<file path="config.mk">
export PLATFORM = sky130hd
export DESIGN_NAME = lc3b_core
export DESIGN_NICKNAME = d
export VERILOG_FILES = /design/src/common/lc3b_pkg.sv /design/src/execute/alu.sv /design/src/decode/control_rom.sv /design/src/decode/decode_stage.sv /design/src/execute/execute_stage.sv /design/src/rtl/regfile.sv /design/src/rtl/lc3b_core.sv
export SDC_FILE = /design/constraint.sdc
export NUM_CORES = 1
export LEC_CHECK = 0
export ABC_AREA = 1
export BUFFER_PORTS_ARGS = -buffer_cell sky130_fd_sc_hd__buf_4
export CORE_ASPECT_RATIO = 1.1
export CORE_UTILIZATION = 45
export CTS_BUF_LIST = sky130_fd_sc_hd__clkbuf_2 sky130_fd_sc_hd__clkbuf_4 sky130_fd_sc_hd__clkbuf_8
export CTS_CLUSTER_SIZE = 25
export DETAILED_ROUTE_END_ITERATION = 8
export GPL_TIMING_DRIVEN = 0
export SETUP_SLACK_MARGIN = 0.15
export SYNTH_ARGS = -nofsm -noshare
export SYNTH_HDL_FRONTEND = slang
export SYNTH_HIERARCHICAL = 1
export SYNTH_SLANG_ARGS = --single-unit
export TNS_END_PERCENT = 5
</file>
<file path="constraint.sdc">
create_clock -name clk -period 3.8 [get_ports clk]
set_input_delay 0.19 -clock clk [delete_from_list [all_inputs] [get_ports clk]]
set_output_delay 0.19 -clock clk [all_outputs]
set_load 0.005 [all_outputs]
</file>
<file path="src/common/lc3b_pkg.sv">
`default_nettype none

package lc3b_pkg;

    typedef logic [15:0] lc3b_word;
    typedef logic [2:0]  lc3b_reg;
    typedef logic [2:0]  lc3b_nzp;      // n, z, p
    typedef logic [3:0]  lc3b_imm4;     // shift amount

    typedef enum logic [3:0] {
        op_br   = 4'b0000,
        op_add  = 4'b0001,
        op_ldb  = 4'b0010,
        op_stb  = 4'b0011,
        op_jsr  = 4'b0100,
        op_and  = 4'b0101,
        op_ldr  = 4'b0110,
        op_str  = 4'b0111,
        op_rti  = 4'b1000,
        op_not  = 4'b1001,
        op_ldi  = 4'b1010,
        op_sti  = 4'b1011,
        op_jmp  = 4'b1100,
        op_shf  = 4'b1101,
        op_lea  = 4'b1110,
        op_trap = 4'b1111
    } lc3b_opcode;

    // zero encodings are the no-op defaults of the control rom
    typedef enum logic [2:0] {
        lc3b_alu_op_pass,
        lc3b_alu_op_add,
        lc3b_alu_op_and,
        lc3b_alu_op_not,
        lc3b_alu_op_sll,
        lc3b_alu_op_srl,
        lc3b_alu_op_sra
    } lc3b_alu_op;

    typedef enum logic [1:0] {
        lc3b_alu_mux_sel_sr2,
        lc3b_alu_mux_sel_imm5,
        lc3b_alu_mux_sel_imm4       // shf only
    } lc3b_alu_mux_sel;

    typedef enum logic [1:0] {
        lc3b_pc_mux_sel_pc_plus2,
        lc3b_pc_mux_sel_pcn,        // pc-relative target
        lc3b_pc_mux_sel_alu         // register target
    } lc3b_pc_mux_sel;

    typedef enum logic {
        lc3b_pc_adder_mux_sel_offset9,
        lc3b_pc_adder_mux_sel_offset11
    } lc3b_pc_adder_mux_sel;

    typedef enum logic [1:0] {
        lc3b_regfile_data_mux_sel_alu,
        lc3b_regfile_data_mux_sel_pcn,
        lc3b_regfile_data_mux_sel_pc    // link value
    } lc3b_regfile_data_mux_sel;

    typedef enum logic {
        lc3b_cc_gen_mux_sel_alu,
        lc3b_cc_gen_mux_sel_pcn
    } lc3b_cc_gen_mux_sel;

    typedef enum logic {
        lc3b_regfile_dest_mux_sel_dest,
        lc3b_regfile_dest_mux_sel_r7
    } lc3b_regfile_dest_mux_sel;

    localparam lc3b_reg  link_reg = 3'd7;
    localparam lc3b_word reset_pc = 16'h0000;

endpackage

`default_nettype wire

</file>
<file path="src/execute/alu.sv">
`default_nettype none

module alu (
    input  wire lc3b_pkg::lc3b_alu_op op,
    input  wire lc3b_pkg::lc3b_word   a,
    input  wire lc3b_pkg::lc3b_word   b,
    output lc3b_pkg::lc3b_word        result
);
    import lc3b_pkg::*;

    lc3b_imm4 shamt;

    assign shamt = b[3:0];                      // shifts use the low nibble

    always_comb begin
        case (op)
            lc3b_alu_op_add: result = a + b;
            lc3b_alu_op_and: result = a & b;
            lc3b_alu_op_not: result = ~a;
            lc3b_alu_op_sll: result = a << shamt;
            lc3b_alu_op_srl: result = a >> shamt;
            lc3b_alu_op_sra: result = $signed(a) >>> shamt;
            default:         result = a;        // pass, for jmp/jsrr
        endcase
    end

endmodule

`default_nettype wire

</file>
<file path="src/decode/control_rom.sv">
`default_nettype none

module control_rom (
    input  wire lc3b_pkg::lc3b_word                ir_in,
    output lc3b_pkg::lc3b_reg                      regfile_sr1,
    output lc3b_pkg::lc3b_reg                      regfile_sr2,
    output lc3b_pkg::lc3b_alu_mux_sel              alu_mux_sel,
    output lc3b_pkg::lc3b_alu_op                   alu_op,
    output lc3b_pkg::lc3b_pc_mux_sel               pc_mux_sel,
    output lc3b_pkg::lc3b_pc_adder_mux_sel         pc_adder_mux_sel,
    output logic                                   conditional_branch,
    output logic                                   cc_load,
    output lc3b_pkg::lc3b_cc_gen_mux_sel           cc_gen_mux_sel,
    output lc3b_pkg::lc3b_regfile_data_mux_sel     regfile_data_mux_sel,
    output lc3b_pkg::lc3b_regfile_dest_mux_sel     regfile_dest_mux_sel,
    output logic                                   regfile_load
);
    import lc3b_pkg::*;

    lc3b_opcode opcode;
    lc3b_reg    sr1;
    lc3b_reg    sr2;

    assign opcode = lc3b_opcode'(ir_in[15:12]);
    assign sr1    = ir_in[8:6];
    assign sr2    = ir_in[2:0];

    always_comb begin
        regfile_sr1          = 3'd0;
        regfile_sr2          = 3'd0;
        alu_mux_sel          = lc3b_alu_mux_sel_sr2;
        alu_op               = lc3b_alu_op_pass;
        pc_mux_sel           = lc3b_pc_mux_sel_pc_plus2;
        pc_adder_mux_sel     = lc3b_pc_adder_mux_sel_offset9;
        conditional_branch   = 1'b0;
        cc_load              = 1'b0;
        cc_gen_mux_sel       = lc3b_cc_gen_mux_sel_alu;
        regfile_data_mux_sel = lc3b_regfile_data_mux_sel_alu;
        regfile_dest_mux_sel = lc3b_regfile_dest_mux_sel_dest;
        regfile_load         = 1'b0;

        case (opcode)
            op_add, op_and: begin
                regfile_sr1 = sr1;
                regfile_sr2 = sr2;
                if (ir_in[5])
                    alu_mux_sel = lc3b_alu_mux_sel_imm5;  // immediate form
                if (opcode == op_add)
                    alu_op = lc3b_alu_op_add;
                else
                    alu_op = lc3b_alu_op_and;
                cc_load      = 1'b1;
                regfile_load = 1'b1;
            end

            op_not: begin
                regfile_sr1  = sr1;
                alu_op       = lc3b_alu_op_not;
                cc_load      = 1'b1;
                regfile_load = 1'b1;
            end

            op_shf: begin
                regfile_sr1 = sr1;
                alu_mux_sel = lc3b_alu_mux_sel_imm4;
                if (!ir_in[4])
                    alu_op = lc3b_alu_op_sll;
                else if (!ir_in[5])
                    alu_op = lc3b_alu_op_srl;             // logical
                else
                    alu_op = lc3b_alu_op_sra;             // arithmetic
                cc_load      = 1'b1;
                regfile_load = 1'b1;
            end

            op_lea: begin
                cc_load              = 1'b1;
                cc_gen_mux_sel       = lc3b_cc_gen_mux_sel_pcn;
                regfile_data_mux_sel = lc3b_regfile_data_mux_sel_pcn;
                regfile_load         = 1'b1;
            end

            op_br: begin
                conditional_branch = 1'b1;                // taken on nzp & cc
                pc_mux_sel         = lc3b_pc_mux_sel_pcn;
            end

            op_jmp: begin
                regfile_sr1 = sr1;
                pc_mux_sel  = lc3b_pc_mux_sel_alu;        // sr1 passes the alu
            end

            op_jsr: begin
                regfile_sr1 = sr1;
                if (ir_in[11])
                    pc_mux_sel = lc3b_pc_mux_sel_pcn;
                else
                    pc_mux_sel = lc3b_pc_mux_sel_alu;     // jsrr
                pc_adder_mux_sel     = lc3b_pc_adder_mux_sel_offset11;
                regfile_data_mux_sel = lc3b_regfile_data_mux_sel_pc;
                regfile_dest_mux_sel = lc3b_regfile_dest_mux_sel_r7;
                regfile_load         = 1'b1;
            end

            default: begin
                // memory, trap, rti: leave the all-zero word
            end
        endcase
    end

endmodule

`default_nettype wire

</file>
<file path="src/decode/decode_stage.sv">
`default_nettype none

module decode_stage (
    input  wire                                    clk,
    input  wire                                    rst,
    input  wire                                    instr_valid,
    input  wire lc3b_pkg::lc3b_word                instr,
    input  wire lc3b_pkg::lc3b_word                pc,
    input  wire                                    redirect,
    output lc3b_pkg::lc3b_reg                      sr1_addr,
    output lc3b_pkg::lc3b_reg                      sr2_addr,
    input  wire lc3b_pkg::lc3b_word                sr1_data,
    input  wire lc3b_pkg::lc3b_word                sr2_data,
    output logic                                   ex_valid,
    output lc3b_pkg::lc3b_alu_mux_sel              ex_alu_mux_sel,
    output lc3b_pkg::lc3b_alu_op                   ex_alu_op,
    output lc3b_pkg::lc3b_pc_mux_sel               ex_pc_mux_sel,
    output lc3b_pkg::lc3b_pc_adder_mux_sel         ex_pc_adder_mux_sel,
    output logic                                   ex_conditional_branch,
    output logic                                   ex_cc_load,
    output lc3b_pkg::lc3b_cc_gen_mux_sel           ex_cc_gen_mux_sel,
    output lc3b_pkg::lc3b_regfile_data_mux_sel     ex_regfile_data_mux_sel,
    output lc3b_pkg::lc3b_regfile_dest_mux_sel     ex_regfile_dest_mux_sel,
    output logic                                   ex_regfile_load,
    output lc3b_pkg::lc3b_word                     ex_sr1,
    output lc3b_pkg::lc3b_word                     ex_sr2,
    output lc3b_pkg::lc3b_reg                      ex_dest,
    output lc3b_pkg::lc3b_word                     ex_imm5,
    output lc3b_pkg::lc3b_imm4                     ex_imm4,
    output lc3b_pkg::lc3b_word                     ex_offset9,
    output lc3b_pkg::lc3b_word                     ex_offset11,
    output lc3b_pkg::lc3b_nzp                      ex_nzp,
    output lc3b_pkg::lc3b_word                     ex_pc_next
);
    import lc3b_pkg::*;

    lc3b_alu_mux_sel          alu_mux_sel;
    lc3b_alu_op               alu_op;
    lc3b_pc_mux_sel           pc_mux_sel;
    lc3b_pc_adder_mux_sel     pc_adder_mux_sel;
    logic                     conditional_branch;
    logic                     cc_load;
    lc3b_cc_gen_mux_sel       cc_gen_mux_sel;
    lc3b_regfile_data_mux_sel regfile_data_mux_sel;
    lc3b_regfile_dest_mux_sel regfile_dest_mux_sel;
    logic                     regfile_load;
    logic                     take;

    control_rom rom (
        .ir_in                (instr),
        .regfile_sr1          (sr1_addr),
        .regfile_sr2          (sr2_addr),
        .alu_mux_sel          (alu_mux_sel),
        .alu_op               (alu_op),
        .pc_mux_sel           (pc_mux_sel),
        .pc_adder_mux_sel     (pc_adder_mux_sel),
        .conditional_branch   (conditional_branch),
        .cc_load              (cc_load),
        .cc_gen_mux_sel       (cc_gen_mux_sel),
        .regfile_data_mux_sel (regfile_data_mux_sel),
        .regfile_dest_mux_sel (regfile_dest_mux_sel),
        .regfile_load         (regfile_load)
    );

    assign take = instr_valid && !redirect;     // wrong-path slot is dropped

    always_ff @(posedge clk) begin
        if (rst || !take) begin
            ex_valid                <= 1'b0;
            ex_alu_mux_sel          <= lc3b_alu_mux_sel_sr2;
            ex_alu_op               <= lc3b_alu_op_pass;
            ex_pc_mux_sel           <= lc3b_pc_mux_sel_pc_plus2;
            ex_pc_adder_mux_sel     <= lc3b_pc_adder_mux_sel_offset9;
            ex_conditional_branch   <= 1'b0;
            ex_cc_load              <= 1'b0;
            ex_cc_gen_mux_sel       <= lc3b_cc_gen_mux_sel_alu;
            ex_regfile_data_mux_sel <= lc3b_regfile_data_mux_sel_alu;
            ex_regfile_dest_mux_sel <= lc3b_regfile_dest_mux_sel_dest;
            ex_regfile_load         <= 1'b0;
        end else begin
            ex_valid                <= 1'b1;
            ex_alu_mux_sel          <= alu_mux_sel;
            ex_alu_op               <= alu_op;
            ex_pc_mux_sel           <= pc_mux_sel;
            ex_pc_adder_mux_sel     <= pc_adder_mux_sel;
            ex_conditional_branch   <= conditional_branch;
            ex_cc_load              <= cc_load;
            ex_cc_gen_mux_sel       <= cc_gen_mux_sel;
            ex_regfile_data_mux_sel <= regfile_data_mux_sel;
            ex_regfile_dest_mux_sel <= regfile_dest_mux_sel;
            ex_regfile_load         <= regfile_load;
        end
    end

    always_ff @(posedge clk) begin
        ex_sr1      <= sr1_data;                        // already bypassed
        ex_sr2      <= sr2_data;
        ex_dest     <= instr[11:9];
        ex_nzp      <= instr[11:9];
        ex_imm5     <= {{11{instr[4]}}, instr[4:0]};
        ex_imm4     <= instr[3:0];
        ex_offset9  <= {{7{instr[8]}}, instr[8:0]};
        ex_offset11 <= {{5{instr[10]}}, instr[10:0]};
        ex_pc_next  <= pc + 16'd2;
    end

endmodule

`default_nettype wire

</file>
<file path="src/execute/execute_stage.sv">
`default_nettype none

module execute_stage (
    input  wire                                    clk,
    input  wire                                    rst,
    input  wire                                    ex_valid,
    input  wire lc3b_pkg::lc3b_alu_mux_sel         ex_alu_mux_sel,
    input  wire lc3b_pkg::lc3b_alu_op              ex_alu_op,
    input  wire lc3b_pkg::lc3b_pc_mux_sel          ex_pc_mux_sel,
    input  wire lc3b_pkg::lc3b_pc_adder_mux_sel    ex_pc_adder_mux_sel,
    input  wire                                    ex_conditional_branch,
    input  wire                                    ex_cc_load,
    input  wire lc3b_pkg::lc3b_cc_gen_mux_sel      ex_cc_gen_mux_sel,
    input  wire lc3b_pkg::lc3b_regfile_data_mux_sel ex_regfile_data_mux_sel,
    input  wire lc3b_pkg::lc3b_regfile_dest_mux_sel ex_regfile_dest_mux_sel,
    input  wire                                    ex_regfile_load,
    input  wire lc3b_pkg::lc3b_word                ex_sr1,
    input  wire lc3b_pkg::lc3b_word                ex_sr2,
    input  wire lc3b_pkg::lc3b_reg                 ex_dest,
    input  wire lc3b_pkg::lc3b_word                ex_imm5,
    input  wire lc3b_pkg::lc3b_imm4                ex_imm4,
    input  wire lc3b_pkg::lc3b_word                ex_offset9,
    input  wire lc3b_pkg::lc3b_word                ex_offset11,
    input  wire lc3b_pkg::lc3b_nzp                 ex_nzp,
    input  wire lc3b_pkg::lc3b_word                ex_pc_next,
    output logic                                   wb_valid,
    output lc3b_pkg::lc3b_reg                      wb_dest,
    output lc3b_pkg::lc3b_word                     wb_data,
    output lc3b_pkg::lc3b_nzp                      cc,
    output logic                                   redirect,
    output lc3b_pkg::lc3b_word                     redirect_target
);
    import lc3b_pkg::*;

    lc3b_word alu_b;
    lc3b_word alu_result;
    lc3b_word offset;
    lc3b_word pcn;
    lc3b_word cc_src;
    logic     taken;

    always_comb begin
        case (ex_alu_mux_sel)
            lc3b_alu_mux_sel_imm5: alu_b = ex_imm5;
            lc3b_alu_mux_sel_imm4: alu_b = {12'd0, ex_imm4};
            default:               alu_b = ex_sr2;
        endcase
    end

    alu alu_i (
        .op     (ex_alu_op),
        .a      (ex_sr1),
        .b      (alu_b),
        .result (alu_result)
    );

    assign offset = (ex_pc_adder_mux_sel == lc3b_pc_adder_mux_sel_offset11) ?
                    ex_offset11 : ex_offset9;
    assign pcn    = ex_pc_next + {offset[14:0], 1'b0};  // word-scaled offset

    always_comb begin
        case (ex_regfile_data_mux_sel)
            lc3b_regfile_data_mux_sel_pcn: wb_data = pcn;
            lc3b_regfile_data_mux_sel_pc:  wb_data = ex_pc_next;  // link
            default:                       wb_data = alu_result;
        endcase
    end

    assign wb_valid = ex_valid && ex_regfile_load;
    assign wb_dest  = (ex_regfile_dest_mux_sel == lc3b_regfile_dest_mux_sel_r7) ?
                      link_reg : ex_dest;

    assign cc_src = (ex_cc_gen_mux_sel == lc3b_cc_gen_mux_sel_pcn) ? pcn : alu_result;

    always_ff @(posedge clk) begin
        if (rst)
            cc <= 3'b000;
        else if (ex_valid && ex_cc_load)
            cc <= {cc_src[15], cc_src == 16'd0, !cc_src[15] && cc_src != 16'd0};
    end

    // cc already holds the previous instruction's result
    assign taken    = !ex_conditional_branch || (ex_nzp & cc) != 3'b000;
    assign redirect = ex_valid && ex_pc_mux_sel != lc3b_pc_mux_sel_pc_plus2 && taken;
    assign redirect_target = (ex_pc_mux_sel == lc3b_pc_mux_sel_alu) ? alu_result : pcn;

endmodule

`default_nettype wire

</file>
<file path="src/rtl/regfile.sv">
`default_nettype none

module regfile (
    input  wire                     clk,
    input  wire                     rst,
    input  wire                     load,
    input  wire lc3b_pkg::lc3b_reg  dest,
    input  wire lc3b_pkg::lc3b_word data,
    input  wire lc3b_pkg::lc3b_reg  sr1,
    input  wire lc3b_pkg::lc3b_reg  sr2,
    output lc3b_pkg::lc3b_word      sr1_out,
    output lc3b_pkg::lc3b_word      sr2_out
);
    import lc3b_pkg::*;

    lc3b_word regs [8];

    always_ff @(posedge clk) begin
        if (rst) begin
            for (int i = 0; i < 8; i++)
                regs[i] <= 16'h0000;
        end else if (load) begin
            regs[dest] <= data;
        end
    end

    // same-cycle write shows through to decode
    assign sr1_out = (load && dest == sr1) ? data : regs[sr1];
    assign sr2_out = (load && dest == sr2) ? data : regs[sr2];

endmodule

`default_nettype wire

</file>
<file path="src/rtl/lc3b_core.sv">
`default_nettype none

module lc3b_core (
    input  wire                     clk,
    input  wire                     rst,
    input  wire                     instr_valid,
    input  wire lc3b_pkg::lc3b_word instr,
    output lc3b_pkg::lc3b_word      pc,
    output logic                    wb_valid,
    output lc3b_pkg::lc3b_reg       wb_dest,
    output lc3b_pkg::lc3b_word      wb_data,
    output lc3b_pkg::lc3b_nzp       cc
);
    import lc3b_pkg::*;

    lc3b_reg                  sr1_addr;
    lc3b_reg                  sr2_addr;
    lc3b_word                 sr1_data;
    lc3b_word                 sr2_data;
    logic                     redirect;
    lc3b_word                 redirect_target;

    // id/ex register
    logic                     ex_valid;
    lc3b_alu_mux_sel          ex_alu_mux_sel;
    lc3b_alu_op               ex_alu_op;
    lc3b_pc_mux_sel           ex_pc_mux_sel;
    lc3b_pc_adder_mux_sel     ex_pc_adder_mux_sel;
    logic                     ex_conditional_branch;
    logic                     ex_cc_load;
    lc3b_cc_gen_mux_sel       ex_cc_gen_mux_sel;
    lc3b_regfile_data_mux_sel ex_regfile_data_mux_sel;
    lc3b_regfile_dest_mux_sel ex_regfile_dest_mux_sel;
    logic                     ex_regfile_load;
    lc3b_word                 ex_sr1;
    lc3b_word                 ex_sr2;
    lc3b_reg                  ex_dest;
    lc3b_word                 ex_imm5;
    lc3b_imm4                 ex_imm4;
    lc3b_word                 ex_offset9;
    lc3b_word                 ex_offset11;
    lc3b_nzp                  ex_nzp;
    lc3b_word                 ex_pc_next;

    always_ff @(posedge clk) begin
        if (rst)
            pc <= reset_pc;
        else if (redirect)
            pc <= redirect_target;          // wins over the sequential step
        else if (instr_valid)
            pc <= pc + 16'd2;
    end

    decode_stage decode (.*);

    regfile rf (
        .clk     (clk),
        .rst     (rst),
        .load    (wb_valid),
        .dest    (wb_dest),
        .data    (wb_data),
        .sr1     (sr1_addr),
        .sr2     (sr2_addr),
        .sr1_out (sr1_data),
        .sr2_out (sr2_data)
    );

    execute_stage execute (.*);

endmodule

`default_nettype wire

</file>
# --- Word level (Yosys, flattened, before mapping) ---
# Memories as Yosys holds them, arrays and structs flattened.
# Cells that the tools add are included.
totals:
  reg_bits: 114
  latchBits: 0
  ram_bits: 128
  romBits: 0
  input_bits: 19
  out_inout_bits: 39
  memories: 1
classes:
  add_sub_neg: 3
  multipliers: 0
  n_div: 0
  n_lt_le_gt_ge: 0
  eq_ne: 20
  shift: 3
  n_mux: 36
  bitwise: 3
  reduce_logical: 25
memory_table:
  columns: ["name", "depth", "word_bits", "rd", "rd_ports_with_merged_regs", "wr", "line", "rtl"]
  rows:
  - ["rf.regs", 8, 16, 2, 0, 8, "regfile.sv:16", "lc3b_word regs [8];"]
op_table:
  columns: ["op", "n"]
  rows:
  - ["2-to-1 mux 16 bit", 7]
  - ["one-hot mux 16 bit (6 select lines)", 1]
  - ["one-hot mux 16 bit (2 select lines)", 2]
  - ["adder 16 bit", 2]
  - ["adder 16 x 2 -> 16 bit (second input constant)", 1]
  - ["AND 16 bit", 1]
  - ["equality test 4 bit (second input constant)", 4]
  - ["zero test 16 bit", 1]
  - ["NOT 16 bit", 1]
  - ["nonzero test 16 bit", 1]
  - ["OR reduction 16 bit", 1]
  - ["<< shifter 16 x 4 -> 16 bit", 1]
  - [">> shifter 16 x 4 -> 16 bit", 1]
  - [">>> shifter 16 x 4 -> 16 bit", 1]
  - ["2-to-1 mux 15 bit", 1]
  - ["2-to-1 mux 1 bit", 13]
  - ["2-to-1 mux 3 bit", 4]
  - ["OR reduction 6 bit", 2]
  - ["equality test 3 bit (second input constant)", 3]
  - ["one-hot mux 3 bit (3 select lines)", 1]
  - ["equality test 4 x 3 -> 1 bit (second input constant)", 2]
  - ["logical AND 1 bit", 8]
  - ["2-to-1 mux 2 bit", 4]
  - ["one-hot mux 2 bit (2 select lines)", 2]
  - ["15 further kinds", 25]

# --- Logic depth before layout (Yosys ltp) ---
logic_depth:
  ltp_word: 9
  ltp_mapped: 33
  mapped_depth_nobuf: 30

# --- Cells and area by module ---
# The synthesis kept the hierarchy.
by_module_without_submodules:
  columns: ["module", "n_inst", "cells_each", "area_per_inst_um2", "seq_area_each_um2"]
  rows:
  - ["regfile", 1, 1057, 7771.2, 3843.7]
  - ["alu", 1, 590, 2802.7, 0.0]
  - ["decode_stage", 1, 226, 2399.8, 1521.5]
  - ["execute_stage", 1, 413, 2250.9, 60.1]
  - ["lc3b_core", 1, 139, 989.7, 320.3]
  - ["control_rom", 1, 49, 221.5, 0.0]

# --- Least setup slack after synthesis ---
# Ideal clock, no wire load.
synth_timing:
  path_type: "flip-flop to flip-flop"
  startpoint: "register decode.ex_alu_mux_sel[0]"
  endpoint: "register execute.cc[0]"
  setup_ps: 114
  t_arrival_ps: 3561
  t_required_ps: 3686
  setup_slack_ps: 125
  path_stages_with_launch: 31
  path_buffers: 4
  period_less_slack_ps: 3675
  path_cell_list: "dfxtp_1 > inv_1 > ha_1 > clkbuf_1 > inv_1 > nand2_1 > inv_1 > clkbuf_1 > nand2_1 > nand3_1 > buf_6 > inv_4 > buf_6 > ha_1 > or2_2 > nand4_1 > nand3b_1 > nor2_1 > nand3_1 > nand2_1 > inv_1 > inv_1 > nand4_1 > o21ai_0 > nand3_1 > a21oi_1 > nand2_1 > nor2_2 > nand2_2 > nand2_1 > a21oi_2"
synth_via:
  elab_chain_cells: 7
  word_cells_on_any_way: 13
synth_lines:
  columns: ["item", "line", "rtl"]
  rows:
  - ["from (decl)", "decode_stage.sv:15", "output lc3b_pkg::lc3b_alu_mux_sel ex_alu_mux_sel,"]
  - ["from (signal assigned)", "decode_stage.sv:70", "ex_alu_mux_sel <= lc3b_alu_mux_sel_sr2;"]
  - ["from (signal assigned)", "decode_stage.sv:82", "ex_alu_mux_sel <= alu_mux_sel;"]
  - ["equality test 2 bit / equality test 2 x 1 -> 1 bit (equally long branches)", "execute_stage.sv:43", "case (ex_alu_mux_sel)"]
  - ["one-hot mux 16 bit (2 select lines) (*)", "execute_stage.sv:43", null]
  - ["via execute.alu_b[0]", "execute_stage.sv:35", "lc3b_word alu_b;"]
  - ["adder 16 bit (tied with other cells)", "alu.sv:17", "lc3b_alu_op_add: result = a + b;"]
  - ["one-hot mux 16 bit (6 select lines) (*)", "alu.sv:16", "case (op)"]
  - ["via execute.alu_result[10]", "execute_stage.sv:36", "lc3b_word alu_result;"]
  - ["2-to-1 mux 16 bit (*)", "execute_stage.sv:73", "assign cc_src = (ex_cc_gen_mux_sel == lc3b_cc_gen_mux_sel_pcn) ? pcn : alu_result;"]
  - ["nonzero test 16 bit (*)", "execute_stage.sv:79", "cc <= {cc_src[15], cc_src == 16'd0, !cc_src[15] && cc_src != 16'd0};"]
  - ["logical AND 1 bit (*)", "execute_stage.sv:79", null]
  - ["to (signal assigned)", "execute_stage.sv:79", null]
  - ["to (decl)", "execute_stage.sv:29", "output lc3b_pkg::lc3b_nzp cc,"]
# The timed path passes the listed nets; every way through them passes the cells marked *.
# A chain may end at the register's enable or synchronous reset.

# --- Worst setup path after layout ---
layout_timing:
  startpoint: "register decode.ex_alu_mux_sel[0]"
  endpoint: "output wb_data[14]"
layout_via:
  elab_chain_cells: 5
  word_cells_on_any_way: 10
layout_lines:
  columns: ["item", "line", "rtl"]
  rows:
  - ["equality test 2 bit / equality test 2 x 1 -> 1 bit (equally long branches)", "execute_stage.sv:43", null]
  - ["one-hot mux 16 bit (2 select lines) (*)", "execute_stage.sv:43", null]
  - ["via execute.alu_b[1]", "execute_stage.sv:35", null]
  - ["adder 16 bit (tied with other cells)", "alu.sv:17", null]
  - ["one-hot mux 16 bit (6 select lines) (*)", "alu.sv:16", null]
  - ["via execute.alu_result[14]", "execute_stage.sv:36", null]
  - ["one-hot mux 16 bit (2 select lines) (*)", "execute_stage.sv:62", "case (ex_regfile_data_mux_sel)"]
  - ["to (decl)", "lc3b_core.sv:11", "output lc3b_pkg::lc3b_word wb_data,"]
# Marked as above.

==> flow_summary.json <==
{
  "htreeDepth": 2,
  "final.setup.worst_slack_ps": -128,
  "power.density_nw_per_um2": 359,
  "hp-class": "in2reg",
  "highest_layer": "met4",
  "dr_total_vias": 17200,
  "layout_common_cells": "718 x nand2_1, 365 x nand3_1, 274 x inv_1",
  "end_kind": "output pin",
  "critPathMaxFanout": 6,
  "hold_path_depth": 5,
  "cellLeakagePower_nw": 9.28,
  "critPathLaunchType": "register",
  "hold_path_end": "decode/ex_alu_op[0]",
  "violations": "negative setup slack",
  "ir_worst_vdd_mv": 0.294,
  "slew_headroom": 0.407,
  "wl_per_cell_microns": 20.3,
  "clkTransAtPathRegs_ps": 60,
  "outcome": "complete, but fails checks",
  "syn_inst": 2472,
  "mostFrequentLayoutCell": "nand2_1",
  "fin_nets": 2696,
  "r2r_cells": 23,
  "synth_fp_nets": 2530,
  "fp.dieH_microns": 202,
  "rsz0062_at_grt": "yes",
  "clock-sinks": 223,
  "finalWirelength_microns": 64100,
  "setup_tns_ps": -805,
  "setup_viol": 14,
  "cts_tree": "done",
  "final_cells": 3154,
  "grt_max_degree": 17,
  "synth.cell_area_sq_um": 16400,
  "die_w_microns": 184,
  "drc": 0,
  "max-cap-violations": 0,
  "grtUsageTotal": 0.342,
  "dieArea_sq_um": 37300,
  "max_freq_mhz": 255,
  "cp_slowest_stage_delay_ps": 450,
  "firstDrtPassIters": 5,
  "cp.arrival_ps": 3740,
  "gp_congestion": 1.02,
  "drt_iter0_markers": 1513,
  "cpMaxStageDelayCell": "fa_2",
  "vias_per_cell": 5.45,
  "path_cells": "inv_2 -> ha_4 -> buf_8 -> inv_6 -> nand2_4 -> inv_4 -> clkbuf_16 -> nand2_1 -> nand3_4 -> fa_2 -> buf_6 -> nand2_4 -> nand3_4 -> nand3b_1 -> nand2_1 -> nand2_1 -> nand3_2 -> a21oi_2 -> inv_2 -> a22oi_2 -> buf_4",
  "avgSynthCellArea_sq_um": 6.64,
  "slew_viol_final": 0,
  "tightest_slew_ps": 887,
  "clockBufferDepth": 3,
  "wl_met1_microns": 24900,
  "worstReg2RegStart": "decode/ex_alu_mux_sel[0]",
  "holdCritStartpoint": "instr[15]",
  "portBuffers": 57,
  "reg2reg_setup_slack_ps": -120,
  "area_delta_synth_final_pct": 21.2,
  "cp.required_ps": 3610,
  "path_class": "reg2out",
  "numCtsBuffers": 40,
  "grt_pass1_vias": 16200,
  "dp.cells": 3016,
  "core_area_sq_um": 36100,
  "fin_crit_ps": 3930,
  "ant_nets": 0,
  "clkLatencyLatePin_ps": 570,
  "critPathTopFamily": "simple AND/OR/NAND/NOR gates",
  "fin_crit_sh": 1.03,
  "cp_num_buf_inv": 8,
  "met2_length_microns": 30800,
  "rows": 73,
  "diodes": 0,
  "r2r-end": "rf/regs[3][14]",
  "wl_met3_microns": 4250,
  "io_pins": 58,
  "holdWs_ps": 62.2,
  "power_mw": 7.14,
  "layout-drive-gt1-share": 0.221,
  "cts-root-buf": "clkbuf_8",
  "start_util": 0.455,
  "skew_ps": 29.4,
  "finalHoldViolations": 0,
  "path_common_cell": "nand2_1",
  "dp_hpwl_microns": 48400,
  "antenna_found_initial": 0,
  "yosysWarnings": 6,
  "grt_pass1_wl_microns": 95500,
  "grt_remaining_overflow": 0
}
==> through the flow <==
step / setup WS [ps] / utilization / instance area [sq um]
5_1_grt: -252 / 0.551 / 19900
2_1_floorplan: 217 / - / 16400
6_report: -128 / 0.551 / 19900
3_3_place_gp: -1990 / 0.484 / 17500
4_1_cts: -121 / 0.537 / 19400
3_5_place_dp: -1980 / 0.484 / 17500
==> area by class of cell <==
type	instances	area (sq um)
fillers	3587	16200
multi-input cells	1776	9350
flip-flops and latches	223	5750
inverters	325	1300
repair buffers	124	1080
plain buffers	148	961
clock buffers	56	696
well taps	487	609
clock inverters	15	153
==> registers in the layout, indices dropped and copies added (netlist names) <==
name / count
decode/ex_regfile_dest_mux_sel: 1
decode/ex_offset11: 9
decode/ex_cc_gen_mux_sel: 1
execute/cc: 3
decode/ex_pc_adder_mux_sel: 1
decode/ex_regfile_load: 1
decode/ex_cc_load: 1
decode/ex_alu_mux_sel: 2
decode/ex_sr1: 16
rf/regs: 128
pc: 16
decode/ex_conditional_branch: 1
decode/ex_valid: 1
decode/ex_nzp: 3
decode/ex_pc_mux_sel: 2
decode/ex_pc_next: 16
decode/ex_regfile_data_mux_sel: 2
decode/ex_alu_op: 3
decode/ex_sr2: 16
==> worst max path at each step <==
| stage | from | end | slack (ps) | cells after the start |
|---|---|---|---|---|
| 5_1_grt | decode/ex_alu_mux_sel[0] | wb_data[14] | -250 | 22 |
| 6_report | decode/ex_alu_mux_sel[0] | wb_data[14] | -130 | 21 |
| 4_1_cts | decode/ex_alu_mux_sel[0] | wb_data[8] | -120 | 23 |
| 3_3_place_gp | decode/ex_alu_mux_sel[0] | rf/regs[6][7] | -1990 | 22 |
| 2_1_floorplan | decode/ex_alu_mux_sel[0] | execute/cc[0] | 220 | 29 |
| 3_5_place_dp | decode/ex_alu_mux_sel[0] | rf/regs[0][7] | -1980 | 22 |
==> worst register-to-register path, cell delays in order (launching register included) <==
cell and delay [ps]:
dfxtp_2 330, inv_2 50, ha_4 260, buf_8 100, inv_6 30, nand2_4 50
inv_4 50, clkbuf_16 150, nand2_1 100, nand3_4 160, fa_2 450, buf_6 140
nand2_4 70, nand3_4 90, nand3b_1 130, nand2_1 60, nand2_1 70, nand3_2 120
a21oi_2 210, inv_2 90, a22oi_2 320, buf_4 230, clkinvlp_4 290, nor2_1 230
==> metal layers <==
metal / vias to the layer above / GRT usage
li1: 8232 / -
met1: 8008 / 0.412
met2: 771 / 0.583
met3: 192 / 0.0432
met4: 0 / 0.200
met5: - / 0
==> where the power goes <==
group / internal, mW / switching [mW]
sequential: 2.65 / 0.112
clock: 1.39 / 1.05
combinational: 0.700 / 1.24
==> repair_timing <==
item / in CTS / in global routing
gates cloned: 2 / 1
pin swaps: 56 / 73
hold buffers: 17 / 0
setup buffers: 34 / 14
endpoints found under the setup margin: 195 / 135
hold endpoints to repair: 20 / 0
gates resized for setup: 145 / 112
Power figures use the tool's default switching activity.
